$ cat src/design/coreTypes.sv
package coreTypes;

    typedef logic [31:0] wordT;
    typedef logic [4:0]  regIdxT;
    typedef logic [6:0]  opcodeT;

    typedef enum logic [2:0] {
        aluAdd,
        aluSub,
        aluAnd,
        aluOr,
        aluXor,
        aluSlt,
        aluPassB                   // lui result is operand b.
    } aluFuncT;

    typedef enum logic [2:0] {
        opAlu,
        opLoad,
        opStore,
        opBranchEq,
        opBranchNe,
        opNone                     // illegal, writes nothing.
    } opKindT;

    typedef enum logic {
        memIdle,
        memWait
    } memStateT;

    localparam wordT resetPc = 32'h0000_0000;

    localparam opcodeT opcOp     = 7'b0110011;
    localparam opcodeT opcOpImm  = 7'b0010011;
    localparam opcodeT opcLui    = 7'b0110111;
    localparam opcodeT opcLoad   = 7'b0000011;
    localparam opcodeT opcStore  = 7'b0100011;
    localparam opcodeT opcBranch = 7'b1100011;

endpackage

$ cat src/design/instrDecoder.sv
`timescale 1ns/1ps

module instrDecoder (
    input  coreTypes::wordT    instr,
    output coreTypes::opKindT  kind,
    output coreTypes::aluFuncT func,
    output logic               regWrite,
    output logic               useRs1,
    output logic               useRs2
);

    coreTypes::opcodeT opcode;
    logic [2:0]        funct3;
    logic              writes;

    assign opcode = instr[6:0];
    assign funct3 = instr[14:12];

    always_comb begin
        kind   = coreTypes::opNone;
        func   = coreTypes::aluAdd;
        writes = 1'b0;
        useRs1 = 1'b0;
        useRs2 = 1'b0;
        case (opcode)
            coreTypes::opcOp, coreTypes::opcOpImm: begin
                kind   = coreTypes::opAlu;
                writes = 1'b1;
                useRs1 = 1'b1;
                useRs2 = (opcode == coreTypes::opcOp);
                case (funct3)
                    3'b000: begin
                        // sub only exists in the register form.
                        if (opcode == coreTypes::opcOp && instr[30])
                            func = coreTypes::aluSub;
                    end
                    3'b111: func = coreTypes::aluAnd;
                    3'b110: func = coreTypes::aluOr;
                    3'b100: func = coreTypes::aluXor;
                    3'b010: func = (opcode == coreTypes::opcOp) ? coreTypes::aluSlt
                                                                : coreTypes::aluAdd;
                    default: begin
                        kind   = coreTypes::opNone;
                        writes = 1'b0;
                    end
                endcase
                if (opcode == coreTypes::opcOpImm && funct3 == 3'b010) begin
                    kind   = coreTypes::opNone;   // slti not covered.
                    writes = 1'b0;
                end
            end
            coreTypes::opcLui: begin
                kind   = coreTypes::opAlu;
                func   = coreTypes::aluPassB;
                writes = 1'b1;
            end
            coreTypes::opcLoad: begin
                if (funct3 == 3'b010) begin
                    kind   = coreTypes::opLoad;
                    writes = 1'b1;
                    useRs1 = 1'b1;
                end
            end
            coreTypes::opcStore: begin
                if (funct3 == 3'b010) begin
                    kind   = coreTypes::opStore;
                    useRs1 = 1'b1;
                    useRs2 = 1'b1;
                end
            end
            coreTypes::opcBranch: begin
                useRs1 = 1'b1;
                useRs2 = 1'b1;
                if (funct3 == 3'b000)
                    kind = coreTypes::opBranchEq;
                else if (funct3 == 3'b001)
                    kind = coreTypes::opBranchNe;
            end
            default: ;
        endcase
    end

    assign regWrite = writes && (instr[11:7] != 5'd0);  // x0 never written.

endmodule

$ cat src/design/immSelect.sv
`timescale 1ns/1ps

module immSelect (
    input  coreTypes::wordT   instr,
    input  coreTypes::wordT   pc,
    input  coreTypes::opKindT kind,
    input  coreTypes::wordT   src1,
    input  coreTypes::wordT   src2,
    input  logic              useRs1,
    input  logic              useRs2,
    input  logic              hazard1,
    input  logic              hazard2,
    output coreTypes::wordT   opA,
    output coreTypes::wordT   opB,
    output coreTypes::wordT   storeData,
    output logic              bubble
);

    coreTypes::wordT immI;
    coreTypes::wordT immS;
    coreTypes::wordT immB;
    coreTypes::wordT immU;
    coreTypes::wordT imm;
    logic            isBranch;

    assign immI = {{20{instr[31]}}, instr[31:20]};
    assign immS = {{20{instr[31]}}, instr[31:25], instr[11:7]};
    assign immB = {{19{instr[31]}}, instr[31], instr[7], instr[30:25], instr[11:8], 1'b0};
    assign immU = {instr[31:12], 12'h000};

    assign isBranch = (kind == coreTypes::opBranchEq) || (kind == coreTypes::opBranchNe);

    always_comb begin
        if (kind == coreTypes::opStore)
            imm = immS;
        else if (instr[6:0] == coreTypes::opcLui)
            imm = immU;
        else
            imm = immI;
    end

    assign opA = src1;
    assign opB = (useRs2 && kind != coreTypes::opStore) ? src2 : imm;

    // branches carry their target in the store slot.
    assign storeData = isBranch ? pc + immB : src2;

    assign bubble = (useRs1 && hazard1) || (useRs2 && hazard2);

endmodule

$ cat src/design/decodeStage.sv
`timescale 1ns/1ps

module decodeStage (
    input  logic               clk,
    input  logic               rstN,
    input  logic               stall,
    input  logic               flush,
    input  logic               fetchValid,
    input  coreTypes::wordT    fetchPc,
    input  coreTypes::wordT    fetchInstr,
    output coreTypes::regIdxT  rs1,
    output coreTypes::regIdxT  rs2,
    input  coreTypes::wordT    rdata1,
    input  coreTypes::wordT    rdata2,
    input  coreTypes::regIdxT  exDst,
    input  logic               exRegWrite,
    input  logic               exIsLoad,
    input  coreTypes::wordT    exResult,
    input  coreTypes::regIdxT  memDst,
    input  logic               memRegWrite,
    input  coreTypes::wordT    memResult,
    output logic               decStall,
    output logic               decValid,
    output coreTypes::wordT    decPc,
    output coreTypes::opKindT  decKind,
    output coreTypes::aluFuncT decFunc,
    output coreTypes::regIdxT  decDst,
    output logic               decRegWrite,
    output coreTypes::wordT    decOpA,
    output coreTypes::wordT    decOpB,
    output coreTypes::wordT    decStoreData,
    output coreTypes::wordT    decBranchTarget
);

    coreTypes::opKindT  kind;
    coreTypes::aluFuncT func;
    logic               regWrite;
    logic               useRs1;
    logic               useRs2;
    coreTypes::wordT    src1;
    coreTypes::wordT    src2;
    logic               hazard1;
    logic               hazard2;
    coreTypes::wordT    opA;
    coreTypes::wordT    opB;
    coreTypes::wordT    storeData;
    logic               needBubble;

    function automatic coreTypes::wordT forward(coreTypes::regIdxT rs, coreTypes::wordT rdata);
        if (rs != 5'd0 && exRegWrite && rs == exDst)
            return exResult;
        if (rs != 5'd0 && memRegWrite && rs == memDst)
            return memResult;
        return rdata;
    endfunction

    // the entry now in execute has no result yet, and a load in memory
    // has no data before its access ends.
    function automatic logic hazardOn(coreTypes::regIdxT rs);
        return rs != 5'd0 && ((decValid && decRegWrite && rs == decDst) ||
                              (exRegWrite && exIsLoad && rs == exDst));
    endfunction

    assign rs1 = fetchInstr[19:15];
    assign rs2 = fetchInstr[24:20];

    always_comb begin
        src1    = forward(rs1, rdata1);
        src2    = forward(rs2, rdata2);
        hazard1 = hazardOn(rs1);
        hazard2 = hazardOn(rs2);
    end

    instrDecoder decoder (
        .instr    (fetchInstr),
        .kind     (kind),
        .func     (func),
        .regWrite (regWrite),
        .useRs1   (useRs1),
        .useRs2   (useRs2)
    );

    immSelect operands (
        .instr     (fetchInstr),
        .pc        (fetchPc),
        .kind      (kind),
        .src1      (src1),
        .src2      (src2),
        .useRs1    (useRs1),
        .useRs2    (useRs2),
        .hazard1   (hazard1),
        .hazard2   (hazard2),
        .opA       (opA),
        .opB       (opB),
        .storeData (storeData),
        .bubble    (needBubble)
    );

    assign decStall        = fetchValid && needBubble;
    assign decBranchTarget = decStoreData;

    always_ff @(posedge clk) begin
        if (!rstN) begin
            decValid    <= 1'b0;
            decKind     <= coreTypes::opNone;
            decRegWrite <= 1'b0;
        end else if (!stall) begin
            decValid    <= fetchValid && !flush && !needBubble;
            decKind     <= kind;
            decRegWrite <= regWrite;
        end
    end

    always_ff @(posedge clk) begin
        if (!stall) begin
            decPc        <= fetchPc;
            decFunc      <= func;
            decDst       <= fetchInstr[11:7];
            decOpA       <= opA;
            decOpB       <= opB;
            decStoreData <= storeData;
        end
    end

endmodule

$ cat config.mk
export PLATFORM = sky130hd
export DESIGN_NAME = decodeStage
export DESIGN_NICKNAME = d
export VERILOG_FILES = /design/src/design/coreTypes.sv /design/src/design/instrDecoder.sv /design/src/design/immSelect.sv /design/src/design/decodeStage.sv
export SDC_FILE = /design/constraint.sdc
export NUM_CORES = 1
export LEC_CHECK = 0
export ABC_CLOCK_PERIOD_IN_PS = 5000
export BUFFER_PORTS_ARGS = -buffer_cell sky130_fd_sc_hd__buf_2
export CAP_MARGIN = 20
export CORE_AREA = 2 2 153 155
export DETAILED_ROUTE_END_ITERATION = 7
export DIE_AREA = 0 0 155 157
export PLACE_DENSITY = 0.74
export SYNTH_ARGS = -nofsm -noshare
export SYNTH_HDL_FRONTEND = slang
export SYNTH_HIERARCHICAL = 1
export SYNTH_SLANG_ARGS = --single-unit
$ cat constraint.sdc
create_clock -name clk -period 5 [get_ports clk]
set_input_delay 0.25 -clock clk [delete_from_list [all_inputs] [get_ports clk]]
set_output_delay 0.25 -clock clk [all_outputs]
set_load 0.02 [all_outputs]
Word level (Yosys, flattened, before mapping)
Index checks and enable logic that the tools add are counted.

Input bits: 210. Word-level logic and storage cells: 105. Flip-flop bits (word level): 141. Output and inout port bits: 184.

Add/sub/neg operators: 1. Muxes and demuxes: 35. Reductions and logical operators: 39. Equal/unequal tests: 21.

Operators with widths (count): 32-bit two-way mux (10); 31-bit two-way mux (2); 32-bit adder (1); 5-bit == test (6); 3-bit one-hot mux with 5 select lines (2); 1-bit logical AND (25); 7-bit by 6-bit == test with 1-bit output, second input constant (3); 3-bit two-way mux (6); 5-bit nonzero test (3); 3-bit == test, second input constant (4); 1-bit two-way mux (11); 3-bit by 2-bit == test with 1-bit output, second input constant (3); 7-bit by 2-bit == test with 1-bit output, second input constant (1); 7-bit by 5-bit == test with 1-bit output, second input constant (1); 7-bit == test, second input constant (1); 1-bit one-hot mux with 3 select lines (2); 3-bit one-hot mux with 2 select lines (1); 5-bit OR reduction (1); 1-bit logical OR (4); 2-bit OR reduction (2); 3-bit by 1-bit == test with 1-bit output, second input constant (1); 3-bit logical NOT (1); 3-bit by 2-bit != test with 1-bit output, second input constant (1); 3-bit OR reduction (1); other kinds (2) (3).

Logic depth before layout (Yosys ltp)
Gate-level depths: netlist (run 1).

Word-level depth: 8. Mapped depth: 12. Gate-level depth less buffers: 11.

Hierarchy
Netlist (run 1), hierarchy kept.

By module, submodules not included: decodeStage (cells each 593, seq. area each 4184.0 µm², instances 1, area an instance 6862.8 µm²); immSelect (cells each 446, seq. area each 0.0 µm², instances 1, area an instance 2765.2 µm²); instrDecoder (cells each 63, seq. area each 0.0 µm², instances 1, area an instance 355.3 µm²).

Least setup slack after synthesis (run 1)
Ideal clock, no wire load.

Path kind: input -> register. Start point: input stall. End point: register decStoreData[0], in the netlist decBranchTarget[0], enable pin. Path slack: 1.419 ns. Data arrival time: 3.092 ns. Library setup time: 0.488 ns. Cell stages on the path: 2. Buffers on the path: 1. Required time: 4.512 ns. Cell sequence: clkbuf_1 -> inv_1.

RTL lines: start: declaration (line decodeStage.sv:6) `input logic stall,`; end signal: assignment (line decodeStage.sv:121) `decStoreData <= storeData;`; end: declaration (line decodeStage.sv:31) `output coreTypes::wordT decStoreData,`.

No word-level cell between the ends.

Worst setup path in the final report (run 1)
Start point: input fetchInstr[13]. End point: register decOpB[24], data pin.

Word-level cells in the longest chain between the ends: 8. Elaborated cells between the ends (all ways): 22. Classes of those cells: eq/ne: 7; mux: 11; reduce/logical: 4.

Ends and longest elaborated chain: start: declaration (line decodeStage.sv:10) `input coreTypes::wordT fetchInstr,`; 3-bit == test (tied with other cells) (line instrDecoder.sv:31) `case (funct3)`; 5-bit OR reduction (no line); 3-bit two-way mux (line instrDecoder.sv:31); 3-bit two-way mux (line instrDecoder.sv:47) `if (opcode == coreTypes::opcOpImm && funct3 == 3'b010) begin`; 3-bit one-hot mux with 5 select lines (*) (line instrDecoder.sv:25) `case (opcode)`; net kind[2] (line decodeStage.sv:35) `coreTypes::opKindT kind;`; 3-bit by 2-bit == test with 1-bit output or 3-bit by 2-bit != test with 1-bit output (tied branches) (line immSelect.sv:34, immSelect.sv:43); 31-bit two-way mux or 1-bit logical AND (tied branches) (line immSelect.sv:34, immSelect.sv:43); 32-bit two-way mux (*) (line immSelect.sv:43) `assign opB = (useRs2 && kind != coreTypes::opStore) ? src2 : imm;`; net opB[24] (line decodeStage.sv:45) `coreTypes::wordT opB;`; end signal: assignment (line decodeStage.sv:120) `decOpB <= opB;`; end: declaration (line decodeStage.sv:30) `output coreTypes::wordT decOpB,`.

The timed path passes the listed nets; every way through them passes the cells marked *. A chain may end at the register's enable or synchronous reset.

==> impl_metrics.py, run 1 <==
metrics = {
    "floorplan": {
        "core_um2": 22500,
        "boundaryPins": 394,
        "die_h_um": 157,
        "die_area_um2": 24300,
        "die_x_um": 155,
        "rows": 55,
        "start_util_pct": 44.4,
    },
    "setup_path": {
        "regToRegSetupSlack_ps": 3170,
        "cp-end-kind": "flip-flop",
        "cp.arrival_ps": 3400,
        "required_ps": 5260,
        "rr_endpoint": "decValid",
        "cpPeakStageDelay_ps": 730,
        "cp-start-kind": "primary input",
        "crit_type": "in2reg",
        "crit_path_top_delay_cell": "nor2b_1",
        "r2r_cells": 8,
        "path_max_fanout": 19,
        "worstPathCellList": "buf_2 > nor3b_4 > o211ai_1 > a21oi_1 > o21ai_0 > nor3b_1 > buf_4 > nor4_4 > buf_4 > nor2b_1 > a21oi_1 > o21ai_1",
        "r2r_start": "decDst[0]",
    },
    "timing": {
        "fin_crit_sh_pct": 62.9,
        "drv_slew": 0,
        "fin_ws_ps": 1850,
        "finalHoldViolCount": 0,
        "fin_crit_ps": 3150,
        "clock.fmax_mhz": 318,
        "rsz0062_at_grt": "no",
        "worst_pin_slew_ps": 955,
        "relSlewSlack_pct": 36.3,
        "clock-skew-final_ps": 5.29,
        "setup-violations-final": 0,
        "fin_setup_tns_ps": 0,
    },
    "synth": {
        "synth_cell_type_count": 72,
        "synthFlopType": "edfxtp_1",
        "synth_top_area_share_pct": 40.9,
        "synth_edf_count": 136,
        "yosys_register_bits": 141,
        "ys.warnings.count": 6,
        "synth.avg_cell_area_um2": 9.06,
        "yosysSeqAreaShare_pct": 41.9,
        "syn-num-nets": 1343,
        "synth_area_leaders": "edfxtp_1, buf_4, o21ai_0",
        "synth_common_cells": "edfxtp_1, o21ai_0, nand2_1",
        "synthArstFlopShare_pct": 0,
        "syn_inst": 1102,
        "synth_most_common_cell": "edfxtp_1",
        "synth_top_area_cell": "edfxtp_1",
        "synth_area_um2": 9980,
    },
    "clock_network": {
        "cts_tree": "done",
        "clockBufferDepth": 2,
        "cts_made_buffers": 17,
        "path_clk_slew_ps": 60,
        "clock_latency_ps": 410,
        "cts_root_buf": "clkbuf_16",
        "htreeDepth": 4,
        "cts_hold_buffers": 0,
        "cts.sinks": 141,
        "post_cts_buffers": 0,
        "cts_resized": 0,
    },
    "placed_design": {
        "dp_slack_ps": 1540,
        "numPortBuffers": 393,
        "placed_area_um2": 11600,
        "dp_hpwl_um": 28000,
        "gp_congestion": 0.968,
    },
    "route": {
        "drc": 0,
        "first_pass_iters": 5,
        "antenna_left": 0,
        "routedWlPerCell_um": 21.7,
        "viasPerCell": 5.95,
        "drtIter0Drc": 878,
        "vias": 9992,
        "drt-total-wl_um": 36400,
    },
    "layout": {
        "layout.nets": 1622,
        "design_area_um2": 12200,
        "layout-drive-gt1-share_pct": 33.5,
        "syn_to_final_growth_pct": 22.2,
        "finish.utilization_pct": 54.2,
    },
    "outcome": {
        "status": "completed",
    },
    "hold_path": {
        "min_from": "fetchPc[16]",
        "hold_depth": 1,
        "hp-class": "in2reg",
        "worst_hold_path.endpoint": "decPc[16]",
    },
    "global_routing": {
        "grt_pass1_vias": 9288,
        "grt_max_degree": 97,
        "grt_overflow": 0,
        "grt_pass1_wl_um": 53100,
        "antenna_found_initial": 2,
        "grt.total_usage_pct": 28.9,
    },
    "pwr": {
        "power_w": 0.00377,
        "power.density_nw_per_um2": 309,
        "power_leakage_nw": 5.01,
        "peakVddDrop_mv": 0.199,
    },
    "job": {
        "maxCapViolCount": 0,
    },
}
[per-stage QoR]
stage          std cells  hold slack (ps)
2_1_floorplan       1102              312
3_3_place_gp        1646              450
3_5_place_dp        1646              446
4_1_cts             1677             16.6
5_1_grt             1679             11.0
6_report            1680             32.2
[worst max path at each step]
| stage | from | endpoint | depth (start not counted) |
|---|---|---|---|
| after floorplan | stall | decBranchTarget[0] | 2 |
| after global placement | fetchInstr[13] | decOpB[24] | 12 |
| after detailed placement | fetchInstr[13] | decOpB[24] | 12 |
| after CTS | fetchInstr[13] | decOpB[24] | 12 |
| after global routing | fetchInstr[5] | decOpB[24] | 12 |
| final | fetchInstr[13] | decOpB[24] | 12 |
[metal layers]
layer	track usage, %	part of all wire, %	vias up
li1	-	-	4585
met1	35.6	39	4655
met2	49.1	49	642
met3	6.14	8.8	110
met4	12.4	4.2	0
met5	0	0	-
[flip-flops by register name, summed over array words and instances, names as in the netlist]
register and count:
decBranchTarget 32, decOpA 32, decOpB 32, decPc 32, decDst 5, decFunc 3, decKind 3, decRegWrite 1
decValid 1
[logic make-up after synthesis]
kind of cell	after synthesis	share of synthesized area [%]
AO/OA/AOI/OAI	320	19.6
XOR/XNOR	54	4.74
adder cells (fa/ha/maj)	31	3.96
buffers and inverters	192	10.7
flip-flops	141	41.9
multiplexers	6	0.602
AND/OR/NAND/NOR	358	18.5
[worst max-delay path: cells and delay by family]
| family | cells | cell delay [ps] |
|---|---|---|
| compound gates | 5 | 1100 |
| simple gates | 4 | 1400 |
| buf+inv | 3 | 640 |
[cell type report]
cell class              instances  area (µm²)
well taps                     285         357
repair buffers                411        2110
diodes                          2        5.00
clock buffers                  18         429
flip-flops and latches        141        4180
clock inverters                13         188
multi-input cells             769        4770
fillers                      2129       10300
inverters                      41         159
[layout by cell type, fill, tap and decap left out, types with 12 or more instances in the layout]
cell and n:
a21oi_1 59, a22oi_1 12, a31oi_1 74, buf_2 393, buf_4 17, clkbuf_16 17, edfxtp_1 136, ha_1 30
inv_1 40, nand2_1 97, nand3_1 43, nand4_1 12, nor2_1 46, nor3_1 44, nor4_1 34, o21ai_0 99
o21ai_1 24, or3_1 38, xnor2_1 37, xor2_1 17
[report_power, final]
| group | switching, W | internal (W) |
|---|---|---|
| Sequential | 0.0000417 | 0.00141 |
| Combinational | 0.000628 | 0.000313 |
| Clock | 0.000534 | 0.000839 |
| Total | 0.00120 | 0.00256 |
Power figures use the tool's default switching activity.
==> run 2: changes to the inputs <==
--- a/config.mk
+++ b/config.mk
@@ -5,13 +5,13 @@
 export SDC_FILE = /design/constraint.sdc
 export NUM_CORES = 1
 export LEC_CHECK = 0
-export ABC_CLOCK_PERIOD_IN_PS = 5000
+export ABC_CLOCK_PERIOD_IN_PS = 2530
 export BUFFER_PORTS_ARGS = -buffer_cell sky130_fd_sc_hd__buf_2
 export CAP_MARGIN = 20
-export CORE_AREA = 2 2 153 155
+export CORE_AREA = 2 2 152 154
 export DETAILED_ROUTE_END_ITERATION = 7
-export DIE_AREA = 0 0 155 157
-export PLACE_DENSITY = 0.74
+export DIE_AREA = 0 0 154 156
+export PLACE_DENSITY = 0.77
 export SYNTH_ARGS = -nofsm -noshare
 export SYNTH_HDL_FRONTEND = slang
 export SYNTH_HIERARCHICAL = 1
==> constraint.sdc (replaced) <==
create_clock -name clk -period 2.53 [get_ports clk]
set_input_delay 0.1265 -clock clk [delete_from_list [all_inputs] [get_ports clk]]
set_output_delay 0.1265 -clock clk [all_outputs]
set_load 0.02 [all_outputs]
==> run 2 against run 1 <==
  * Die area down 1.3%
  * Power up 97%
  * Largest cell class unchanged
  * Critical endpoint is now decBranchTarget[31]
  * Combinational power up 120%
  * Worst hold slack better by 11 ps
  * Count of clock-buffer cells in the layout unchanged
  * Highest routed layer unchanged
==> impl_metrics.py, run 2 (synthesis gave the netlist of run 1 again) <==
metrics = {
    "outcome": {
        "status": "completed",
    },
    "global_routing": {
        "grt_max_degree": 105,
        "grt_overflow": 0,
        "grt_pass1_wl_um": 57000,
        "grt.total_usage_pct": 31.2,
        "antenna_found_initial": 1,
        "grt_pass1_vias": 9931,
    },
    "clock_network": {
        "clock_latency_ps": 430,
        "path_clk_slew_ps": 70,
        "cts_tree": "done",
        "clockBufferDepth": 2,
        "htreeDepth": 4,
        "cts_made_buffers": 17,
        "cts.sinks": 141,
        "cts_root_buf": "clkbuf_16",
    },
    "layout": {
        "syn_to_final_growth_pct": 32.3,
        "regArea_um2": 4180,
        "design_area_um2": 13200,
        "layout-drive-gt1-share_pct": 36.6,
        "layout.nets": 1722,
        "multiInputGateArea_um2": 4880,
        "final_common_cell": "buf_2",
        "n_fill_cell": 1997,
        "layout_common_cells": "buf_2, edfxtp_1, o21ai_0",
    },
    "route": {
        "routedWlPerCell_um": 21.6,
        "first_pass_iters": 6,
        "viasPerCell": 5.89,
        "vias": 10492,
        "drc": 0,
        "drtIter0Drc": 1086,
        "drt-total-wl_um": 38400,
        "antenna_left": 0,
    },
    "placed_design": {
        "placed_area_um2": 12100,
        "dp_hpwl_um": 29200,
        "gp_congestion": 0.957,
        "numPortBuffers": 393,
    },
    "pwr": {
        "power_frac_clock_pct": 33.6,
        "comb_power_share_pct": 27.6,
        "switching_share_pct": 33.7,
        "switching_power_w": 0.00250,
        "seq_power_share_pct": 38.8,
        "power_leakage_nw": 5.48,
        "peakVddDrop_mv": 0.444,
        "internal-power_w": 0.00492,
        "power_w": 0.00742,
        "power.density_nw_per_um2": 562,
    },
    "floorplan": {
        "die_area_um2": 24000,
        "boundaryPins": 394,
        "rows": 55,
        "die_x_um": 154,
        "start_util_pct": 44.6,
        "core_um2": 22400,
        "die_h_um": 156,
    },
    "timing": {
        "drv_slew": 0,
        "setup-violations-final": 0,
        "relSlewSlack_pct": 58.7,
        "fin_crit_sh_pct": 98.3,
        "fin_crit_ps": 2490,
        "finalHoldViolCount": 0,
        "worst_pin_slew_ps": 619,
        "clock.fmax_mhz": 402,
        "clock-skew-final_ps": 7.19,
    },
    "hold_path": {
        "hp-class": "in2reg",
    },
    "setup_path": {
        "cp-end-kind": "flip-flop",
        "cp.arrival_ps": 2660,
        "crit_type": "in2reg",
        "required_ps": 2700,
        "cp-start-kind": "primary input",
        "path_max_fanout": 4,
    },
    "job": {
        "maxCapViolCount": 0,
    },
}
[run 2: cell count changes in the layout (fill, tap and decap cells not counted), moves of 3 or more]
cell	delta
buf_4	+55
ha_2	+3
ha_4	+3
a31oi_1	-3
ha_1	-6
buf_12	+9
bufinv_16	-3
dlygate4sd3_1	+37
[run 2: worst paths after layout]
check | start | end | slack (ps) | depth (start not counted)
max | fetchPc[20] | decBranchTarget[31] | 40 | 9
max reg2reg | decDst[0] | decValid | 670 | 8
min | flush | decValid | 40 | 4
min reg2reg | decKind[2] | decKind[2] | 520 | 2
[run 2: worst max-delay path, cell delays in order]
cell	delay, ps
dlygate4sd3_1	540
buf_2	130
ha_1	330
a21oi_1	250
nor2_1	90
a211oi_2	440
nand4_1	290
a2111oi_4	390
nor3_1	80
[run 2: metrics by stage]
step | TNS [ps] | util (%) | cells | setup WS (ps) | hold WS, ps
after floorplan | -15630 | - | 1102 | -115 | 188
after global placement | -654 | 54.2 | 1706 | -76.2 | 326
after detailed placement | -734 | 54.2 | 1706 | -89.4 | 325
after CTS | 0 | 58.4 | 1775 | 20.3 | 27.2
after global routing | -45.8 | 59.1 | 1780 | -35.3 | 35.9
final | 0 | 59.1 | 1780 | 42.4 | 43.0
[run 2: area by class of cell]
| cell class | count | share of cell area [%] |
|---|---|---|
| Multi-Input combinational cell | 769 | 37.0 |
| Sequential cell | 141 | 31.7 |
| Timing Repair Buffer | 511 | 23.2 |
| Clock buffer | 18 | 3.25 |
| Tap cell | 285 | 2.70 |
| Inverter | 41 | 1.19 |
| Clock inverter | 14 | 1.02 |
| Antenna cell | 1 | 0.0189 |
[run 2: routing by layer]
metal / global-route usage [%] / part of all wire [%] / wire length [µm]
met1: 38.8 / 38 / 14500
met2: 52.7 / 48 / 18600
met3: 6.64 / 10 / 3830
met4: 13.1 / 3.9 / 1500
met5: 0 / 0 / 0
[run 2: power groups by stage]
stage               logic [W]  registers [W]  clock network, W
floorplan            0.000983        0.00317                 0
global placement      0.00193        0.00293                 0
detailed placement    0.00194        0.00293                 0
CTS                   0.00199        0.00288           0.00253
global route          0.00218        0.00290           0.00262
finish                0.00205        0.00288           0.00249
[run 2: what timing repair did]
action	CTS	global route
endpoints found under the setup margin	0	22
hold endpoints to repair	42	0
hold buffers	37	0
buffers inserted	0	4
resized for setup	0	20
==> run 3: changes to the inputs <==
--- a/config.mk
+++ b/config.mk
@@ -7,12 +7,11 @@
 export LEC_CHECK = 0
 export ABC_CLOCK_PERIOD_IN_PS = 2530
 export BUFFER_PORTS_ARGS = -buffer_cell sky130_fd_sc_hd__buf_2
-export CAP_MARGIN = 20
-export CORE_AREA = 2 2 152 154
+export CORE_AREA = 2 2 154 156
+export CTS_BUF_LIST = sky130_fd_sc_hd__clkbuf_8
 export DETAILED_ROUTE_END_ITERATION = 7
-export DIE_AREA = 0 0 154 156
-export PLACE_DENSITY = 0.77
+export DIE_AREA = 0 0 156 158
+export PLACE_DENSITY = 0.71
 export SYNTH_ARGS = -nofsm -noshare
 export SYNTH_HDL_FRONTEND = slang
-export SYNTH_HIERARCHICAL = 1
 export SYNTH_SLANG_ARGS = --single-unit
==> run 3 against run 2 <==
  * Power shrank 12%
  * Non-clock buffer count grew 32
  * Count of clock-buffer cells in the layout shrank 1
  * Sequential share of layout area grew 1.2 points
  * Critical path depth grew 3
  * Register-to-register slack lost 360 ps
  * Final area shrank 3.6%
  * Global-route usage shrank 4.3 points
  * First-iteration DRC count shrank 34%
  * Clock skew shrank 6.4 ps
  * Synthesized cell count shrank 15%
  * Area after synthesis shrank 8.7%
==> impl_metrics.py, run 3 <==
metrics = {
    "timing": {
        "fin_crit_sh_pct": 97.4,
        "clock-skew-final_ps": 0.770,
        "timing.hold.ws_ps": 38.0,
        "relSlewSlack_pct": 45.8,
        "finalHoldViolCount": 0,
        "drv_slew": 0,
        "setup-violations-final": 0,
        "rsz0062_at_grt": "yes",
        "fin_setup_tns_ps": 0,
        "worst_pin_slew_ps": 807,
        "clock.fmax_mhz": 406,
        "fin_crit_ps": 2460,
    },
    "pwr": {
        "internal-power_w": 0.00432,
        "power.density_nw_per_um2": 511,
        "power_leakage_nw": 5.29,
        "seq_power_share_pct": 44.0,
        "switching_power_w": 0.00218,
        "switching_share_pct": 33.5,
        "peakVddDrop_mv": 0.268,
        "comb_power_share_pct": 29.1,
        "power_frac_clock_pct": 26.9,
    },
    "layout": {
        "finish.utilization_pct": 55.2,
        "layout_common_cells": "buf_2, nand2_1, edfxtp_1",
        "syn_to_final_growth_pct": 39.7,
        "layout-drive-gt1-share_pct": 37.5,
        "layout.nets": 1640,
        "final_cells": 1703,
        "final_common_cell": "buf_2",
        "n_fill_cell": 2096,
    },
    "route": {
        "viasPerCell": 5.28,
        "vias": 8996,
        "drtIter0Drc": 713,
        "antenna_left": 0,
        "drt-total-wl_um": 34900,
        "first_pass_iters": 5,
        "drc": 0,
        "routedWlPerCell_um": 20.5,
    },
    "placed_design": {
        "post-place-cells": 1595,
        "dp_hpwl_um": 27000,
        "gp_congestion": 0.907,
        "numPortBuffers": 393,
    },
    "synth": {
        "synth_common_cells": "nand2_1, edfxtp_1, o21ai_0",
        "synthArstFlopShare_pct": 0,
        "synth_edf_count": 136,
        "yosys_register_bits": 141,
        "synth_top_area_share_pct": 44.8,
        "syn_inst": 932,
        "ys.warnings.count": 0,
        "synthFlopType": "edfxtp_1",
        "syn-num-nets": 1173,
        "synth_cell_type_count": 73,
        "synth_most_common_cell": "nand2_1",
        "synth.avg_cell_area_um2": 9.77,
        "synth_area_um2": 9110,
        "yosysSeqAreaShare_pct": 45.9,
        "synth_area_leaders": "edfxtp_1, mux2i_1, o21ai_0",
        "synth_top_area_cell": "edfxtp_1",
    },
    "setup_path": {
        "path_max_fanout": 6,
        "crit_end": "decBranchTarget[30]",
        "regToRegSetupSlack_ps": 310,
        "required_ps": 2710,
        "setup.worst_path.start": "fetchPc[11]",
        "cp-start-kind": "primary input",
        "crit_type": "in2reg",
        "cp.arrival_ps": 2650,
        "r2r_start": "decDst[3]",
        "cp-end-kind": "flip-flop",
        "rr_endpoint": "decValid",
        "r2r_cells": 8,
    },
    "clock_network": {
        "clockBufferDepth": 2,
        "cts_tree": "done",
        "cts_made_buffers": 17,
        "clock_latency_ps": 460,
        "cts_root_buf": "clkbuf_8",
        "path_clk_slew_ps": 90,
        "cts.sinks": 141,
        "htreeDepth": 4,
    },
    "floorplan": {
        "rows": 56,
        "die_x_um": 156,
        "boundaryPins": 394,
        "die_h_um": 158,
        "core_um2": 23100,
        "start_util_pct": 39.5,
        "die_area_um2": 24600,
    },
    "hold_path": {
        "hp-class": "in2reg",
    },
    "global_routing": {
        "grt_max_degree": 52,
        "grt_pass1_vias": 8445,
        "grt.total_usage_pct": 26.9,
        "antenna_found_initial": 1,
        "grt_pass1_wl_um": 48900,
        "grt_overflow": 0,
    },
    "outcome": {
        "status": "completed",
    },
    "job": {
        "maxCapViolCount": 0,
    },
}
## run 3: final cells by class
cell class,instances,area (µm²),area share [%]
inverter,13,52.6,0.413
antenna,1,2.50,0.0197
timing repair buffer,543,3350,26.3
tap,290,363,2.85
clock buffer,17,234,1.84
multi-input combinational,683,4410,34.7
clock inverter,15,124,0.973
sequential,141,4180,32.9
## run 3: what timing repair did
action / 4_1_cts / 5_1_grt
endpoints found under the hold margin: 73 / 1
endpoints found under the setup margin: 0 / 7
buffers inserted: 0 / 1
hold buffers: 73 / 1
resized for setup: 0 / 10
## run 3: per-stage QoR
stage	power, W	worst slack, ps	cell area [µm²]
6_report	0.00650	66.7	12700
3_3_place_gp	0.00467	-274	11600
2_1_floorplan	0.00395	-4.37	9110
4_1_cts	0.00651	23.9	12700
5_1_grt	0.00677	-36.5	12700
3_5_place_dp	0.00468	-275	11600
## run 3: worst min path at each step
stage / endpoint / startpoint / depth (start not counted)
final: decOpA[31] / exResult[31] / 3
after global routing: decOpA[31] / exResult[31] / 3
after CTS: decOpA[12] / rdata1[12] / 3
after detailed placement: decPc[0] / fetchPc[0] / 1
after global placement: decPc[0] / fetchPc[0] / 1
after floorplan: decKind[0] / rstN / 1
## run 3: cell families after synthesis
group,share of synthesized area [%]
buffers and inverters,6.40
XOR/XNOR,5.58
AND/OR/NAND/NOR,13.2
flip-flops,45.9
multiplexers,8.16
adder cells (fa/ha/maj),4.34
AO/OA/AOI/OAI,16.4
## run 3: metal layers
| layer | part of all wire (%) | track usage, % | vias to the layer above | routed length [µm] |
|---|---|---|---|---|
| met4 | 2.9 | 9.79 | 0 | 996 |
| li1 | - | - | 4308 | - |
| met3 | 7.4 | 5.83 | 57 | 2600 |
| met2 | 48 | 44.1 | 442 | 16600 |
| met1 | 42 | 35.3 | 4189 | 14700 |
| met5 | 0 | 0 | - | 0 |
## run 3: critical path, stage by stage
cell and delay, ps:
dlygate4sd3_1 540, buf_2 140, ha_2 380, nand2_1 80
nor2_1 100, and3_1 220, o41a_1 230, o31ai_2 80
buf_4 160, o41ai_2 350, xnor2_1 150, o21ai_0 80
## run 3: power by group through the flow
stage               logic, W  clock network, W  registers, W
finish               0.00189           0.00175       0.00286
CTS                  0.00186           0.00178       0.00286
detailed placement   0.00177                 0       0.00291
global route         0.00203           0.00186       0.00288
floorplan           0.000793                 0       0.00316
global placement     0.00176                 0       0.00291
